<file path="src/verilog/mips_cfg.svh">
`ifndef MIPS_CFG_SVH
`define MIPS_CFG_SVH

// boot rom vector, first fetch after reset
`define MIPS_RESET_PC 32'hbfc00000

`define MIPS_RA 5'd31           // link register for jal

`define MIPS_NOP 32'h00000000   // encodes sll to $0, used for bubbles

`endif

</file>
<file path="src/verilog/mipsPkg.sv">
`default_nettype none

package mipsPkg;

    typedef logic [31:0] word_t;    // data or address
    typedef logic [4:0] regAddr_t;
    typedef logic [3:0] byteEn_t;   // lane 0 is address bits 00

    typedef enum logic [3:0] {
        ALU_ADD,
        ALU_SUB,
        ALU_AND,
        ALU_OR,
        ALU_XOR,
        ALU_NOR,
        ALU_SLT,
        ALU_SLTU,
        ALU_SLL,
        ALU_SRL,
        ALU_SRA,
        ALU_LUI
    } aluOp_t;

    typedef enum logic [1:0] {
        FWD_REG,    // register file value
        FWD_MEM,    // result sitting in M
        FWD_WB      // result sitting in W
    } fwdSel_t;

    typedef enum logic {
        MEM_WORD,
        MEM_BYTE
    } memSize_t;

endpackage

`default_nettype wire

</file>
<file path="src/verilog/aluUnit.sv">
`timescale 1ns/1ns
`default_nettype none

module aluUnit (
    input  mipsPkg::aluOp_t aluOp,
    input  mipsPkg::word_t  srcA,
    input  mipsPkg::word_t  srcB,
    input  logic [4:0]      shamt,
    output mipsPkg::word_t  result
);
    import mipsPkg::*;

    always_comb begin
        case (aluOp)
            ALU_ADD:  result = srcA + srcB;     // no overflow trap
            ALU_SUB:  result = srcA - srcB;
            ALU_AND:  result = srcA & srcB;
            ALU_OR:   result = srcA | srcB;
            ALU_XOR:  result = srcA ^ srcB;
            ALU_NOR:  result = ~(srcA | srcB);
            ALU_SLT:  result = {31'd0, $signed(srcA) < $signed(srcB)};
            ALU_SLTU: result = {31'd0, srcA < srcB};
            ALU_SLL:  result = srcB << shamt;   // shifts act on rt
            ALU_SRL:  result = srcB >> shamt;
            ALU_SRA:  result = $signed(srcB) >>> shamt;
            ALU_LUI:  result = {srcB[15:0], 16'h0000};
            default:  result = '0;
        endcase
    end

endmodule

`default_nettype wire

</file>
<file path="src/verilog/regFile.sv">
`timescale 1ns/1ns
`default_nettype none

module regFile (
    input  logic              clk,
    input  logic              arstN,
    input  logic              we,
    input  mipsPkg::regAddr_t waddr,
    input  mipsPkg::word_t    wdata,
    input  mipsPkg::regAddr_t raddr1,
    input  mipsPkg::regAddr_t raddr2,
    output mipsPkg::word_t    rdata1,
    output mipsPkg::word_t    rdata2
);
    import mipsPkg::*;

    word_t regs [32];
    logic  wrLive;      // write that actually lands

    assign wrLive = we && (waddr != 5'd0);     // $0 stays zero

    always_ff @(posedge clk or negedge arstN) begin
        if (!arstN) begin
            for (int i = 0; i < 32; i++) begin
                regs[i] <= '0;
            end
        end else if (wrLive) begin
            regs[waddr] <= wdata;
        end
    end

    // decode sees the value that W writes at this edge
    assign rdata1 = (wrLive && waddr == raddr1) ? wdata : regs[raddr1];
    assign rdata2 = (wrLive && waddr == raddr2) ? wdata : regs[raddr2];

endmodule

`default_nettype wire

</file>
<file path="src/verilog/instrDecoder.sv">
`timescale 1ns/1ns
`default_nettype none

module instrDecoder (
    input  mipsPkg::word_t    instrD,
    output mipsPkg::aluOp_t   aluOp,
    output logic              useImm,
    output logic              signExt,
    output logic              regWrite,
    output logic              dstRt,
    output logic              link,
    output logic              memRead,
    output logic              memWrite,
    output mipsPkg::memSize_t memSize,
    output logic              loadSigned,
    output logic              isBranch,
    output logic              branchNe,
    output logic              isJump,
    output logic              isJr,
    output logic              useShamt,
    output mipsPkg::word_t    immD
);
    import mipsPkg::*;

    logic [5:0] opcode;
    logic [5:0] funct;

    assign opcode = instrD[31:26];
    assign funct  = instrD[5:0];
    assign immD   = signExt ? {{16{instrD[15]}}, instrD[15:0]} : {16'h0000, instrD[15:0]};

    always_comb begin
        aluOp      = ALU_ADD;
        useImm     = 1'b0;
        signExt    = 1'b0;
        regWrite   = 1'b0;
        dstRt      = 1'b0;
        link       = 1'b0;
        memRead    = 1'b0;
        memWrite   = 1'b0;
        memSize    = MEM_WORD;
        loadSigned = 1'b0;
        isBranch   = 1'b0;
        branchNe   = 1'b0;
        isJump     = 1'b0;
        isJr       = 1'b0;
        useShamt   = 1'b0;
        case (opcode)
            6'b000000: begin    // special, decoded by funct
                regWrite = 1'b1;
                case (funct)
                    6'b100001: aluOp = ALU_ADD;
                    6'b100011: aluOp = ALU_SUB;
                    6'b100100: aluOp = ALU_AND;
                    6'b100101: aluOp = ALU_OR;
                    6'b100110: aluOp = ALU_XOR;
                    6'b100111: aluOp = ALU_NOR;
                    6'b101010: aluOp = ALU_SLT;
                    6'b101011: aluOp = ALU_SLTU;
                    6'b000000: {aluOp, useShamt} = {ALU_SLL, 1'b1};
                    6'b000010: {aluOp, useShamt} = {ALU_SRL, 1'b1};
                    6'b000011: {aluOp, useShamt} = {ALU_SRA, 1'b1};
                    6'b001000: {regWrite, isJr} = 2'b01;    // jr
                    6'b001001: {link, isJr} = 2'b11;        // jalr, links into rd
                    default:   regWrite = 1'b0;
                endcase
            end
            6'b001001: {useImm, signExt, regWrite, dstRt} = 4'b1111;   // addiu
            6'b001010: begin    // slti
                aluOp = ALU_SLT;
                {useImm, signExt, regWrite, dstRt} = 4'b1111;
            end
            6'b001100: {aluOp, useImm, regWrite, dstRt} = {ALU_AND, 3'b111};
            6'b001101: {aluOp, useImm, regWrite, dstRt} = {ALU_OR, 3'b111};
            6'b001110: {aluOp, useImm, regWrite, dstRt} = {ALU_XOR, 3'b111};
            6'b001111: {aluOp, useImm, regWrite, dstRt} = {ALU_LUI, 3'b111};
            6'b100011: {useImm, signExt, regWrite, dstRt, memRead} = 5'b11111;  // lw
            6'b100000: begin    // lb
                {useImm, signExt, regWrite, dstRt, memRead} = 5'b11111;
                memSize    = MEM_BYTE;
                loadSigned = 1'b1;
            end
            6'b100100: begin    // lbu
                {useImm, signExt, regWrite, dstRt, memRead} = 5'b11111;
                memSize = MEM_BYTE;
            end
            6'b101011: {useImm, signExt, memWrite} = 3'b111;  // sw
            6'b101000: begin    // sb
                {useImm, signExt, memWrite} = 3'b111;
                memSize = MEM_BYTE;
            end
            6'b000100: {isBranch, signExt} = 2'b11;   // beq
            6'b000101: {isBranch, signExt, branchNe} = 3'b111;
            6'b000010: isJump = 1'b1;
            6'b000011: {isJump, link, regWrite} = 3'b111;     // jal
            default: ;  // unknown opcode leaves a nop
        endcase
    end

endmodule

`default_nettype wire

</file>
<file path="src/verilog/hazardUnit.sv">
`timescale 1ns/1ns
`default_nettype none

module hazardUnit (
    input  mipsPkg::regAddr_t rsE,
    input  mipsPkg::regAddr_t rtE,
    input  mipsPkg::regAddr_t rsD,
    input  mipsPkg::regAddr_t rtD,
    input  mipsPkg::regAddr_t writeRegE,
    input  logic              memReadE,
    input  mipsPkg::regAddr_t writeRegM,
    input  logic              regWriteM,
    input  mipsPkg::regAddr_t writeRegW,
    input  logic              regWriteW,
    input  logic              redirectE,
    output mipsPkg::fwdSel_t  fwdA,
    output mipsPkg::fwdSel_t  fwdB,
    output logic              stallF,
    output logic              stallD,
    output logic              flushD,
    output logic              flushE
);
    import mipsPkg::*;

    logic loadUse;

    // youngest producer wins, $0 never forwarded
    function automatic fwdSel_t pickFwd(input regAddr_t src, input regAddr_t regM,
                                        input logic weM, input regAddr_t regW,
                                        input logic weW);
        if (weM && regM != 5'd0 && regM == src) begin
            return FWD_MEM;
        end else if (weW && regW != 5'd0 && regW == src) begin
            return FWD_WB;
        end
        return FWD_REG;
    endfunction

    always_comb begin
        fwdA = pickFwd(rsE, writeRegM, regWriteM, writeRegW, regWriteW);
        fwdB = pickFwd(rtE, writeRegM, regWriteM, writeRegW, regWriteW);
    end

    // load data only exists in M, so the consumer waits one cycle
    assign loadUse = memReadE && writeRegE != 5'd0 && (writeRegE == rsD || writeRegE == rtD);

    assign stallF = loadUse;
    assign stallD = loadUse;
    assign flushE = loadUse;    // bubble into E
    assign flushD = redirectE;  // drop the fetch after the delay slot

    always_comb begin
        assert final (!(stallD && flushD))
            else $error("decode stall and flush raised together");
    end

endmodule

`default_nettype wire

</file>
<file path="src/verilog/memAccess.sv">
`timescale 1ns/1ns
`default_nettype none

module memAccess (
    input  logic              memReadM,
    input  logic              memWriteM,
    input  mipsPkg::memSize_t memSizeM,
    input  logic              loadSignedM,
    input  mipsPkg::word_t    addrM,
    input  mipsPkg::word_t    storeDataM,
    input  mipsPkg::word_t    memRdata,
    output logic              memEn,
    output mipsPkg::byteEn_t  memWen,
    output mipsPkg::word_t    memWdata,
    output mipsPkg::word_t    loadDataM
);
    import mipsPkg::*;

    logic [1:0] lane;
    logic [7:0] loadByte;

    assign lane     = addrM[1:0];
    assign memEn    = memReadM | memWriteM;
    assign loadByte = memRdata[8*lane +: 8];

    // byte stores put the same byte on every lane, the strobe picks one
    assign memWdata = (memSizeM == MEM_BYTE) ? {4{storeDataM[7:0]}} : storeDataM;

    always_comb begin
        memWen = 4'b0000;
        if (memWriteM) begin
            memWen = (memSizeM == MEM_BYTE) ? 4'b0001 << lane : 4'b1111;
        end
    end

    assign loadDataM = (memSizeM == MEM_WORD) ? memRdata
                                              : {{24{loadSignedM & loadByte[7]}}, loadByte};

    always_comb begin
        if (memEn && memSizeM == MEM_WORD) begin
            assert final (lane == 2'b00)
                else $error("word access at unaligned address %h", addrM);
        end
    end

endmodule

`default_nettype wire

</file>
<file path="src/verilog/fetchUnit.sv">
`timescale 1ns/1ns
`default_nettype none
`include "mips_cfg.svh"

module fetchUnit (
    input  logic           clk,
    input  logic           arstN,
    input  logic           stallF,
    input  logic           stallD,
    input  logic           flushD,
    input  logic           jumpD,
    input  mipsPkg::word_t jumpTargetD,
    input  logic           redirectE,
    input  mipsPkg::word_t redirectTargetE,
    input  mipsPkg::word_t instr,
    input  logic           controlD,
    output mipsPkg::word_t instAddr,
    output logic           instEn,
    output mipsPkg::word_t pcD,
    output mipsPkg::word_t instrD,
    output logic           inDelaySlotD
);
    import mipsPkg::*;

    word_t pcF;
    word_t pcNext;
    logic  fetchOn;     // rises one cycle after reset release

    assign instAddr = pcF;
    assign instEn   = fetchOn & ~stallF;

    always_comb begin
        if (redirectE) begin
            pcNext = redirectTargetE;   // taken branch or jr from E
        end else if (jumpD) begin
            pcNext = jumpTargetD;       // j and jal, delay slot already in F
        end else begin
            pcNext = pcF + 32'd4;
        end
    end

    always_ff @(posedge clk or negedge arstN) begin
        if (!arstN) begin
            fetchOn <= 1'b0;
            pcF     <= `MIPS_RESET_PC;
        end else begin
            fetchOn <= 1'b1;
            if (fetchOn && !stallF) begin
                pcF <= pcNext;
            end
        end
    end

    // F/D register
    always_ff @(posedge clk or negedge arstN) begin
        if (!arstN) begin
            instrD       <= `MIPS_NOP;
            inDelaySlotD <= 1'b0;
        end else if (flushD || !fetchOn) begin
            instrD       <= `MIPS_NOP;  // squash wrong-path fetch
            inDelaySlotD <= 1'b0;
        end else if (!stallD) begin
            instrD       <= instr;
            inDelaySlotD <= controlD;   // follows a branch or jump
        end
    end

    always_ff @(posedge clk) begin
        if (!stallD) begin
            pcD <= pcF;
        end
    end

    assert property (@(posedge clk) disable iff (!arstN) instAddr[1:0] == 2'b00)
        else $error("fetch address %h is not word aligned", instAddr);

endmodule

`default_nettype wire

</file>
<file path="src/verilog/datapath.sv">
`timescale 1ns/1ns
`default_nettype none
`include "mips_cfg.svh"

module datapath (
    input  logic             clk,
    input  logic             arstN,
    output mipsPkg::word_t   instAddr,
    output logic             instEn,
    input  mipsPkg::word_t   instr,
    output logic             memEn,
    output mipsPkg::word_t   memAddr,
    input  mipsPkg::word_t   memRdata,
    output mipsPkg::byteEn_t memWen,
    output mipsPkg::word_t   memWdata,
    output mipsPkg::word_t   aluOut,
    output mipsPkg::word_t   writeData
);
    import mipsPkg::*;

    // decode stage
    word_t    pcD, instrD, immD, jumpTargetD, pcPlus4D;
    word_t    rd1D, rd2D;
    regAddr_t rsD, rtD, writeRegD;
    aluOp_t   aluOpD;
    memSize_t memSizeD;
    logic     useImmD, regWriteD, dstRtD, linkD, memReadD, memWriteD, loadSignedD;
    logic     isBranchD, branchNeD, isJumpD, isJrD, useShamtD, controlD, inDelaySlotD;
    logic     stallF, stallD, flushD, flushE;

    // execute stage
    word_t    pcE, rd1E, rd2E, immE, srcAE, srcBE, srcBAluE, aluResE, resultE;
    word_t    redirectTargetE;
    regAddr_t rsE, rtE, writeRegE;
    logic [4:0] shamtE;
    aluOp_t   aluOpE;
    memSize_t memSizeE;
    fwdSel_t  fwdA, fwdB;
    logic     useImmE, regWriteE, linkE, memReadE, memWriteE, loadSignedE;
    logic     isBranchE, branchNeE, isJrE, redirectE;

    // memory and writeback stages
    word_t    aluOutM, writeDataM, loadDataM, aluOutW, loadDataW, resultW;
    regAddr_t writeRegM, writeRegW;
    memSize_t memSizeM;
    logic     regWriteM, memReadM, memWriteM, loadSignedM, regWriteW, memReadW;

    fetchUnit fetch (
        .clk(clk), .arstN(arstN), .stallF(stallF), .stallD(stallD), .flushD(flushD),
        .jumpD(isJumpD), .jumpTargetD(jumpTargetD),
        .redirectE(redirectE), .redirectTargetE(redirectTargetE),
        .instr(instr), .controlD(controlD), .instAddr(instAddr), .instEn(instEn),
        .pcD(pcD), .instrD(instrD), .inDelaySlotD(inDelaySlotD)
    );

    instrDecoder decoder (
        .instrD(instrD), .aluOp(aluOpD), .useImm(useImmD), .signExt(),
        .regWrite(regWriteD), .dstRt(dstRtD), .link(linkD),
        .memRead(memReadD), .memWrite(memWriteD), .memSize(memSizeD),
        .loadSigned(loadSignedD), .isBranch(isBranchD), .branchNe(branchNeD),
        .isJump(isJumpD), .isJr(isJrD), .useShamt(useShamtD), .immD(immD)
    );

    regFile regs (
        .clk(clk), .arstN(arstN), .we(regWriteW), .waddr(writeRegW), .wdata(resultW),
        .raddr1(rsD), .raddr2(rtD), .rdata1(rd1D), .rdata2(rd2D)
    );

    assign rsD         = instrD[25:21];
    assign rtD         = instrD[20:16];
    assign pcPlus4D    = pcD + 32'd4;
    assign jumpTargetD = {pcPlus4D[31:28], instrD[25:0], 2'b00};  // region of the delay slot
    assign controlD    = isBranchD | isJumpD | isJrD;
    assign writeRegD   = (linkD && isJumpD) ? `MIPS_RA : (dstRtD ? rtD : instrD[15:11]);

    // D/E register, control half
    always_ff @(posedge clk or negedge arstN) begin
        if (!arstN) begin
            {regWriteE, memReadE, memWriteE, isBranchE, isJrE} <= '0;
        end else if (flushE) begin
            {regWriteE, memReadE, memWriteE, isBranchE, isJrE} <= '0;   // load-use bubble
        end else begin
            {regWriteE, memReadE, memWriteE} <= {regWriteD, memReadD, memWriteD};
            {isBranchE, isJrE}                <= {isBranchD, isJrD};
        end
    end

    // D/E register, payload half
    always_ff @(posedge clk) begin
        pcE         <= pcD;
        rd1E        <= rd1D;
        rd2E        <= rd2D;
        immE        <= immD;
        rsE         <= rsD;
        rtE         <= rtD;
        writeRegE   <= writeRegD;
        shamtE      <= useShamtD ? instrD[10:6] : 5'd0;
        aluOpE      <= aluOpD;
        memSizeE    <= memSizeD;
        useImmE     <= useImmD;
        linkE       <= linkD;
        loadSignedE <= loadSignedD;
        branchNeE   <= branchNeD;
    end

    hazardUnit hazard (
        .rsE(rsE), .rtE(rtE), .rsD(rsD), .rtD(rtD),
        .writeRegE(writeRegE), .memReadE(memReadE),
        .writeRegM(writeRegM), .regWriteM(regWriteM),
        .writeRegW(writeRegW), .regWriteW(regWriteW), .redirectE(redirectE),
        .fwdA(fwdA), .fwdB(fwdB), .stallF(stallF), .stallD(stallD),
        .flushD(flushD), .flushE(flushE)
    );

    always_comb begin
        case (fwdA)
            FWD_MEM: srcAE = aluOutM;
            FWD_WB:  srcAE = resultW;
            default: srcAE = rd1E;
        endcase
        case (fwdB)
            FWD_MEM: srcBE = aluOutM;
            FWD_WB:  srcBE = resultW;
            default: srcBE = rd2E;
        endcase
    end

    assign srcBAluE = useImmE ? immE : srcBE;

    aluUnit alu (
        .aluOp(aluOpE), .srcA(srcAE), .srcB(srcBAluE), .shamt(shamtE), .result(aluResE)
    );

    assign resultE = linkE ? pcE + 32'd8 : aluResE;   // return lands past the delay slot

    // beq/bne compare forwarded operands, jr/jalr always redirect
    assign redirectE = (isBranchE && ((srcAE == srcBE) != branchNeE)) || isJrE;
    assign redirectTargetE = isJrE ? srcAE : pcE + 32'd4 + {immE[29:0], 2'b00};

    // E/M register
    always_ff @(posedge clk or negedge arstN) begin
        if (!arstN) begin
            {regWriteM, memReadM, memWriteM} <= '0;
        end else begin
            {regWriteM, memReadM, memWriteM} <= {regWriteE, memReadE, memWriteE};
        end
    end

    always_ff @(posedge clk) begin
        aluOutM     <= resultE;
        writeDataM  <= srcBE;       // rt after forwarding
        writeRegM   <= writeRegE;
        memSizeM    <= memSizeE;
        loadSignedM <= loadSignedE;
    end

    memAccess memCtrl (
        .memReadM(memReadM), .memWriteM(memWriteM), .memSizeM(memSizeM),
        .loadSignedM(loadSignedM), .addrM(aluOutM), .storeDataM(writeDataM),
        .memRdata(memRdata), .memEn(memEn), .memWen(memWen), .memWdata(memWdata),
        .loadDataM(loadDataM)
    );

    assign memAddr   = aluOutM;
    assign aluOut    = aluOutM;
    assign writeData = writeDataM;

    // M/W register
    always_ff @(posedge clk or negedge arstN) begin
        if (!arstN) begin
            {regWriteW, memReadW} <= '0;
        end else begin
            {regWriteW, memReadW} <= {regWriteM, memReadM};
        end
    end

    always_ff @(posedge clk) begin
        aluOutW   <= aluOutM;
        loadDataW <= loadDataM;
        writeRegW <= writeRegM;
    end

    assign resultW = memReadW ? loadDataW : aluOutW;

    assert property (@(posedge clk) disable iff (!arstN) (memWen != 4'b0000) |-> memEn)
        else $error("byte strobes %b without memory enable", memWen);

    // a branch in E always has its delay slot right behind it in D
    assert property (@(posedge clk) disable iff (!arstN) (isBranchE || isJrE) |-> inDelaySlotD)
        else $error("branch in execute without a delay slot in decode");

endmodule

`default_nettype wire

</file>
<file path="config.mk">
export PLATFORM = sky130hd
export DESIGN_NAME = datapath
export DESIGN_NICKNAME = d
export VERILOG_FILES = /design/src/verilog/mipsPkg.sv /design/src/verilog/aluUnit.sv /design/src/verilog/regFile.sv /design/src/verilog/instrDecoder.sv /design/src/verilog/hazardUnit.sv /design/src/verilog/memAccess.sv /design/src/verilog/fetchUnit.sv /design/src/verilog/datapath.sv
export VERILOG_INCLUDE_DIRS = /design/src /design/src/verilog
export SDC_FILE = /design/constraint.sdc
export NUM_CORES = 2
export LEC_CHECK = 0
export ABC_AREA = 1
export BUFFER_PORTS_ARGS = -buffer_cell sky130_fd_sc_hd__buf_2
export CAP_MARGIN = 15
export CORE_ASPECT_RATIO = 1.2
export CORE_MARGIN = 8
export CORE_UTILIZATION = 50
export DETAILED_ROUTE_END_ITERATION = 8
export PLACE_DENSITY = 0.76
export SYNTH_ARGS = -nofsm -noshare
export SYNTH_HDL_FRONTEND = slang
export SYNTH_SLANG_ARGS = --single-unit
</file>
<file path="constraint.sdc">
create_clock -name clk -period 5.05 [get_ports clk]
set_clock_uncertainty 0.1 [all_clocks]
set_input_delay 1.01 -clock clk [delete_from_list [all_inputs] [get_ports clk]]
set_output_delay 1.01 -clock clk [all_outputs]
set_load 0.05 [all_outputs]
</file>
## Word-level counts from Yosys, hierarchy flattened

Index checks and enable logic that the tools add are counted.

- Magnitude comparators: 6
- Reductions and logical operators: 37
- Divide/modulo/power cells: 0
- $mul: 0
- Bitwise gates (word level): 11
- $add $sub $neg: 7
- Muxes and demuxes: 62
- Shifts and indexed selects: 5
- Equal/unequal tests: 53

Operator list:

| operator | count |
|---|---|
| bitwise mux 1024 bit | 1 |
| 2-to-1 mux 32 bit | 17 |
| case mux 32 bit (12 select lines) | 1 |
| binary-select mux 32 bit (select 5 bit) | 2 |
| demux 32 bit (select 5 bit) | 1 |
| case mux 32 bit (2 select lines) | 2 |
| adder 32 x 3 -> 32 bit (second input constant) | 3 |
| equality test 6 bit (second input constant) | 13 |
| adder 32 bit | 2 |
| less-than comparator 32 bit | 2 |
| equality test 6 x 4 -> 1 bit (second input constant) | 8 |
| equality test 5 bit | 8 |
| case mux 4 bit (10 select lines) | 1 |
| adder 32 x 4 -> 32 bit (second input constant) | 1 |
| bitwise AND 32 bit | 1 |
| equality test 32 bit | 1 |
| inverter 32 bit | 1 |
| OR 32 bit | 1 |
| indexed part select 32 x 6 -> 8 bit | 1 |
| << shifter 32 x 5 -> 32 bit | 1 |
| >> shifter 32 x 5 -> 32 bit | 1 |
| >>> shifter 32 x 5 -> 32 bit | 1 |
| subtractor 32 bit | 1 |
| XOR 32 bit | 1 |
| 35 further kinds | 109 |

- ROM bits: 0
- Memories: 0
- Output and inout port bits: 166
- Register bits after elaboration: 1413
- Word-level logic and storage cells: 250
- Bits in latches: 0
- Bits in writable memories: 0

## Logic depth before layout (Yosys ltp)

- Word-level depth: 14
- Mapped depth: 34
- Gate-level depth less buffers: 33

## Cells and area by module

Synthesis repeated with hierarchy kept, for this count alone.

- Cells, all modules: 13403
- Area total of the unflattened synthesis: 87734.1 sq um

Modules (own cells, without submodules):

| module | area an instance (sq um) | cells an instance | times used | sequential area each (sq um) |
|---|---|---|---|---|
| regFile | 56685.6 | 8333 | 1 | 25624.6 |
| datapath | 13339.0 | 1747 | 1 | 6195.9 |
| aluUnit | 10645.2 | 2273 | 1 | 0.0 |
| fetchUnit | 4944.7 | 593 | 1 | 2623.8 |
| memAccess | 835.8 | 200 | 1 | 0.0 |
| instrDecoder | 706.9 | 133 | 1 | 0.0 |
| hazardUnit | 576.8 | 124 | 1 | 0.0 |

## Worst setup path before layout

OpenSTA, ideal clock, no wires.

- Kind: flip-flop to output port
- Start point: register fetch.instrD[18]
- End point: output instEn
- Buffers on the path: 2
- Stages on the path, launching flop included: 11
- Path slack: 0.900 ns
- Data arrival time: 3.040 ns
- Path through: dfrtp_1 > clkbuf_1 > inv_1 > o22ai_1 > nor3_1 > o2111ai_1 > o41ai_1 > nand2_1 > inv_1 > nor2_1 > clkbuf_1

- Longest elaborated chain between the ends: 5

RTL lines:

| element | line | source |
|---|---|---|
| start: declaration | fetchUnit.sv:20 | `output mipsPkg::word_t instrD,` |
| start signal: assignment | fetchUnit.sv:57 | `` instrD <= `MIPS_NOP; `` |
| start signal: assignment | fetchUnit.sv:60 | `` instrD <= `MIPS_NOP; `` |
| start signal: assignment | fetchUnit.sv:63 | `instrD <= instr;` |
| equality test 5 bit | hazardUnit.sv:45 | `assign loadUse = memReadE && writeRegE != 5'd0 && (writeRegE == rsD \|\| writeRegE == rtD);` |
| logical OR 1 bit | hazardUnit.sv:45 |  |
| logical AND 1 bit | hazardUnit.sv:45 |  |
| inverter 1 bit | fetchUnit.sv:30 | `assign instEn = fetchOn & ~stallF;` |
| bitwise AND 1 bit | fetchUnit.sv:30 |  |
| end: declaration | datapath.sv:9 | `output logic instEn,` |

Every way passes these cells.

## Worst setup path after layout

- Start point: register writeRegM[1]
- End point: register fetch.instrD[23]

- Longest elaborated chain between the ends: 13
- Elaborated cells on any way between the ends: 25
- Classes of those cells: eq/ne: 9; mux: 9; reduce/logical: 7

RTL lines:

| element | line | source |
|---|---|---|
| start: declaration | datapath.sv:44 | `regAddr_t writeRegM, writeRegW;` |
| start signal: assignment | datapath.sv:152 | `writeRegM <= writeRegE;` |
| nonzero test 5 bit | hazardUnit.sv:31 | `if (weM && regM != 5'd0 && regM == src) begin` |
| logical AND 1 bit (2 in series) | hazardUnit.sv:31 |  |
| 2-to-1 mux 2 bit / 2-to-1 mux 1 bit (equally long branches) | hazardUnit.sv:31 |  |
| 2-to-1 mux 2 bit | hazardUnit.sv:36 | `return FWD_REG;` |
| equality test 2 bit, or another cell as far along | datapath.sv:116 | `case (fwdA)` |
| case mux 32 bit (2 select lines), on equally long branches | datapath.sv:116, datapath.sv:121 |  |
| equality test 32 bit (*) | datapath.sv:137 | `assign redirectE = (isBranchE && ((srcAE == srcBE) != branchNeE)) \|\| isJrE;` |
| != test 1 bit (*) | datapath.sv:137 |  |
| logical AND 1 bit (*) | datapath.sv:137 |  |
| logical OR 1 bit (*) | datapath.sv:137 |  |
| logical OR 1 bit (*) | fetchUnit.sv:59 | `end else if (flushD \|\| !fetchOn) begin` |
| != test 2 bit (no source line) / 2-to-1 mux 32 bit (equally long branches) | n/a |  |

Mark *: on every way between the ends. The rest lies on a longest branch, timed or not.
A chain may end at the register's enable or synchronous reset.

==> metrics.md <==
| Metric | Value |
|---|---|
| Post-route insts no fill | 13800 |
| Count of final hold-check violations | 0 |
| Insertion delay to the later sink of the worst-skew pair | 840 ps |
| Vias in the first global route | 85400 |
| Routability cong. | 1.21 |
| Placed insts | 13600 |
| Synth top cells by count | sky130_fd_sc_hd__nand2_1 (2250), sky130_fd_sc_hd__o21ai_0 (2099), sky130_fd_sc_hd__nor2_1 (1192), sky130_fd_sc_hd__dfrtp_1 (1090), sky130_fd_sc_hd__a21oi_1 (926) |
| Static leakage power | 41.8 nW |
| Path class of the lowest-slack min-delay path | in2async |
| Period minus WS final | 4900 ps |
| Chip Width | 389 um |
| Average wire per standard cell | 29.2 um |
| Reg-to-reg startpoint | writeRegM[1] |
| PD cells | 511 nW/um^2 |
| Number of buffers created by CTS | 151 |
| Die footprint | 180000 um^2 |
| Leading cell type by number of instances after synthesis | sky130_fd_sc_hd__nand2_1 |
| Critical Path Source | writeRegM[1] |
| Peak VDD IR | 0.419 mV |
| Sequential Power Share | 35.2% |
| Mean instance size in the synthesized netlist | 7.10 um^2 |
| Relative slew slack | 1.11% |
| F_max | 0.204 GHz |
| Detailed-placement wirelength estimate | 268 mm |
| Area contributors post-synth | sky130_fd_sc_hd__dfrtp_1 (33%), sky130_fd_sc_hd__o21ai_0 (13%), sky130_fd_sc_hd__nand2_1 (10%), sky130_fd_sc_hd__dfxtp_1 (6.8%), sky130_fd_sc_hd__a21oi_1 (5.6%) |
| Count of flip-flops with a built-in enable after synthesis | 32 |
| Maximum number of pins on one net before global-route repair | 162 |
| Clock root buffer | sky130_fd_sc_hd__clkbuf_16 |
| First-pass GRT wire length | 579 mm |
| Cell depth of the worst flop-to-flop path | 22 |
| Category of the worst setup path launch point | flop |
| Finish-stage setup viols | 0 |
| Net total in the final layout | 11800 |
| Setup repair after global routing missed its margin | no |
| Data required time of the critical path | 5710 ps |
| Syn Nets | 12000 |
| Capturing element type of the critical path | flop |
| Multi-input logic area | 42600 um^2 |
| Maximum fanout count along the critical path | 38 |
| Post-layout util | 55.8% |
| End of the worst register-to-register path | fetch.instrD[23] |
| Warnings, synthesis | 0 |
| Pre-antenna DRT Iters | 8 |
| Remaining Overflow, GRT | 0 |
| Final worst slack | 151 ps |
| Htree depth | 4 |
| Starting density of the core | 50.2% |
| # fillers | 15600 |
| Run status | complete, but fails checks |
| Initial antenna violation count | 35 |
| Area of the core region | 166000 um^2 |
| Drt initial violations | 14000 |
| Remaining routing DRC violations | 0 |
| Share of async-settable or async-resettable flops after synthesis | 77.8% |
| Violated checks | max-capacitance violations |
| Capturing element of the worst setup path | fetch.instrD[23] |
| Max-capacitance violation count | 1 |
| Sequential area share after synthesis | 40.9% |
| Area growth syn-to-layout | 11.1% |
| Post-Place Worst Slack | 276 ps |
| Leading register cell type out of synthesis | sky130_fd_sc_hd__dfrtp_1 |
| Routed via count divided by cell count | 6.58 |
| Standard-cell row count | 164 |
| Total Wirelength | 404 mm |
| Storage element area | 34200 um^2 |
| Proportion of netlist area held by the largest area contributor | 32.7% |
| Sw Pwr | 21.3 mW |
| Post-CTS setup buffers | 0 |
| Int Power | 26.1 mW |
| Power share of the combinational group | 39.8% |
| Sink count of the clock tree | 1413 |
| Data arrival, critical path | 5560 ps |
| Clk buf depth | 3 |
| Final clock period utilization by the worst path | 97.0% |
| CTS tree | done |
| Clk pwr share | 25.1% |
| Clk pin slew, worst setup/hold paths | 70 ps |
| Final count of pins violating max slew | 0 |
| Switching power as a share of total power | 44.9% |
| Type of the worst setup path | reg2reg |
| Transition at the pin with the smallest max-transition slack | 1470 ps |
| Global Route Usage Sum | 42.7% |
| Vias after detailed routing | 91100 |
| Cell type contributing the most total cell area after synthesis | sky130_fd_sc_hd__dfrtp_1 |
| Post-Route Hold Slack | 122 ps |
| Number of register bits inferred by synthesis | 1413 |
| Fin Setup TNS | 0 ps |
| Slack of the worst reg-to-reg path | 150 ps |
| Share of final-layout standard cells stronger than drive strength 1 | 9.35% |
| Port Buffer Count | 231 |
| Antenna Nets Post-Route | 0 |
| Post-synthesis cell type count | 66 |
| I/O pin total | 232 |
| Synthesized instance count | 11700 |
| Post-Synthesis Cell Area | 83400 um^2 |
| Vertical extent of the die | 463 um |
## cell usage in the layout, fill, tap and decap left out, drive strengths merged, types with 180 or more instances in the layout
cell type  instances
nand2           2252
o21ai           2153
nor2            1203
dfrtp           1090
a21oi            926
inv              822
nand3            698
buf              635
dfxtp            282
o22ai            249
clkbuf           226
a211oi           180
## cell families (layout without fill, tap and decap cells)
kind of cell / after synthesis / count (layout) / share of synthesized area [%]
other: 1 / 13 / 0.00450
buffers and inverters: 1816 / 1743 / 8.53
XOR/XNOR: 84 / 84 / 0.891
adder cells (fa/ha/maj): 164 / 164 / 2.49
AO/OA/AOI/OAI: 3795 / 3795 / 25.0
AND/OR/NAND/NOR: 4474 / 4475 / 22.2
flip-flops: 1413 / 1413 / 40.9
## metal layers
metal  up-vias  track usage [%]  wire (um)
li1      39300                -          -
met1     42900             51.4     140000
met2      7150             62.7     169000
met3      1772             12.5      53400
met4        14             35.9      42200
met5         -                0        100
## stage by stage
step                area [um^2]  total power [mW]
finish                    92700              47.4
global route              92700              49.1
CTS                       92600              46.5
detailed placement        87400              34.7
global placement          87300              34.4
floorplan                 83400              26.8
## registers in the layout (all words and copies together) (netlist names), 4 cells and up
name            flops
fetch.pcD          32
immE               17
regs.regs        1024
rtE                 5
writeData          32
writeRegE           5
pcE                32
rd2E               32
loadDataW          32
fetch.instAddr     32
aluOutW            32
aluOut             32
aluOpE              4
writeRegW           5
shamtE              5
writeRegM           5
rsE                 5
rd1E               32
fetch.instrD       32
## worst min path at each step
stage                 from         endpoint  cells after the start
2_1_floorplan  loadSignedE      loadSignedM                      0
3_3_place_gp      memSizeE         memSizeM                      0
5_1_grt              arstN   regs.regs[855]                      1
4_1_cts              arstN   regs.regs[983]                      1
3_5_place_dp      memSizeE         memSizeM                      0
6_report             arstN  regs.regs[1015]                      1
## layout make-up
type / count / area share [%]
clock buffers: 226 / 4.85
inverters: 828 / 3.39
repair buffers: 635 / 5.27
clock inverters: 54 / 0.803
well taps: 2158 / 2.91
flip-flops and latches: 1413 / 36.8
diodes: 12 / 0.0324
multi-input cells: 8519 / 45.9
## power by group through the flow
| stage | logic (mW) | clock network, mW | registers [mW] |
|---|---|---|---|
| after floorplan | 10.4 | 0 | 16.4 |
| after global placement | 17.9 | 0 | 16.5 |
| after detailed placement | 18.1 | 0 | 16.6 |
| after CTS | 18.2 | 11.9 | 16.4 |
| after global routing | 20.0 | 12.3 | 16.8 |
| final | 18.8 | 11.9 | 16.7 |
## critical path, stage by stage (launching register included)
cell,delay (ps)
sky130_fd_sc_hd__dfxtp_1,410
sky130_fd_sc_hd__xnor2_1,150
sky130_fd_sc_hd__nand2_1,120
sky130_fd_sc_hd__nor2_1,180
sky130_fd_sc_hd__nand3_4,110
sky130_fd_sc_hd__buf_12,180
sky130_fd_sc_hd__buf_4,200
sky130_fd_sc_hd__nand3b_1,100
sky130_fd_sc_hd__nand2_1,50
sky130_fd_sc_hd__nor2_1,640
sky130_fd_sc_hd__buf_4,250
sky130_fd_sc_hd__nor2_1,40
sky130_fd_sc_hd__nor2_1,100
sky130_fd_sc_hd__nand2_1,60
sky130_fd_sc_hd__nor2_1,80
sky130_fd_sc_hd__nand2_1,80
sky130_fd_sc_hd__nor2_2,370
sky130_fd_sc_hd__nand3_2,150
sky130_fd_sc_hd__nand3_4,300
sky130_fd_sc_hd__nand2_4,170
sky130_fd_sc_hd__nor2_4,500
sky130_fd_sc_hd__nand2_1,330
sky130_fd_sc_hd__o21ai_2,120
## repair_timing
action / CTS / global route
resized for setup: 0 / 7
hold buffers: 0 / 0
setup endpoints to repair: 0 / 4
No activity file was read; power rests on OpenSTA's default activity.
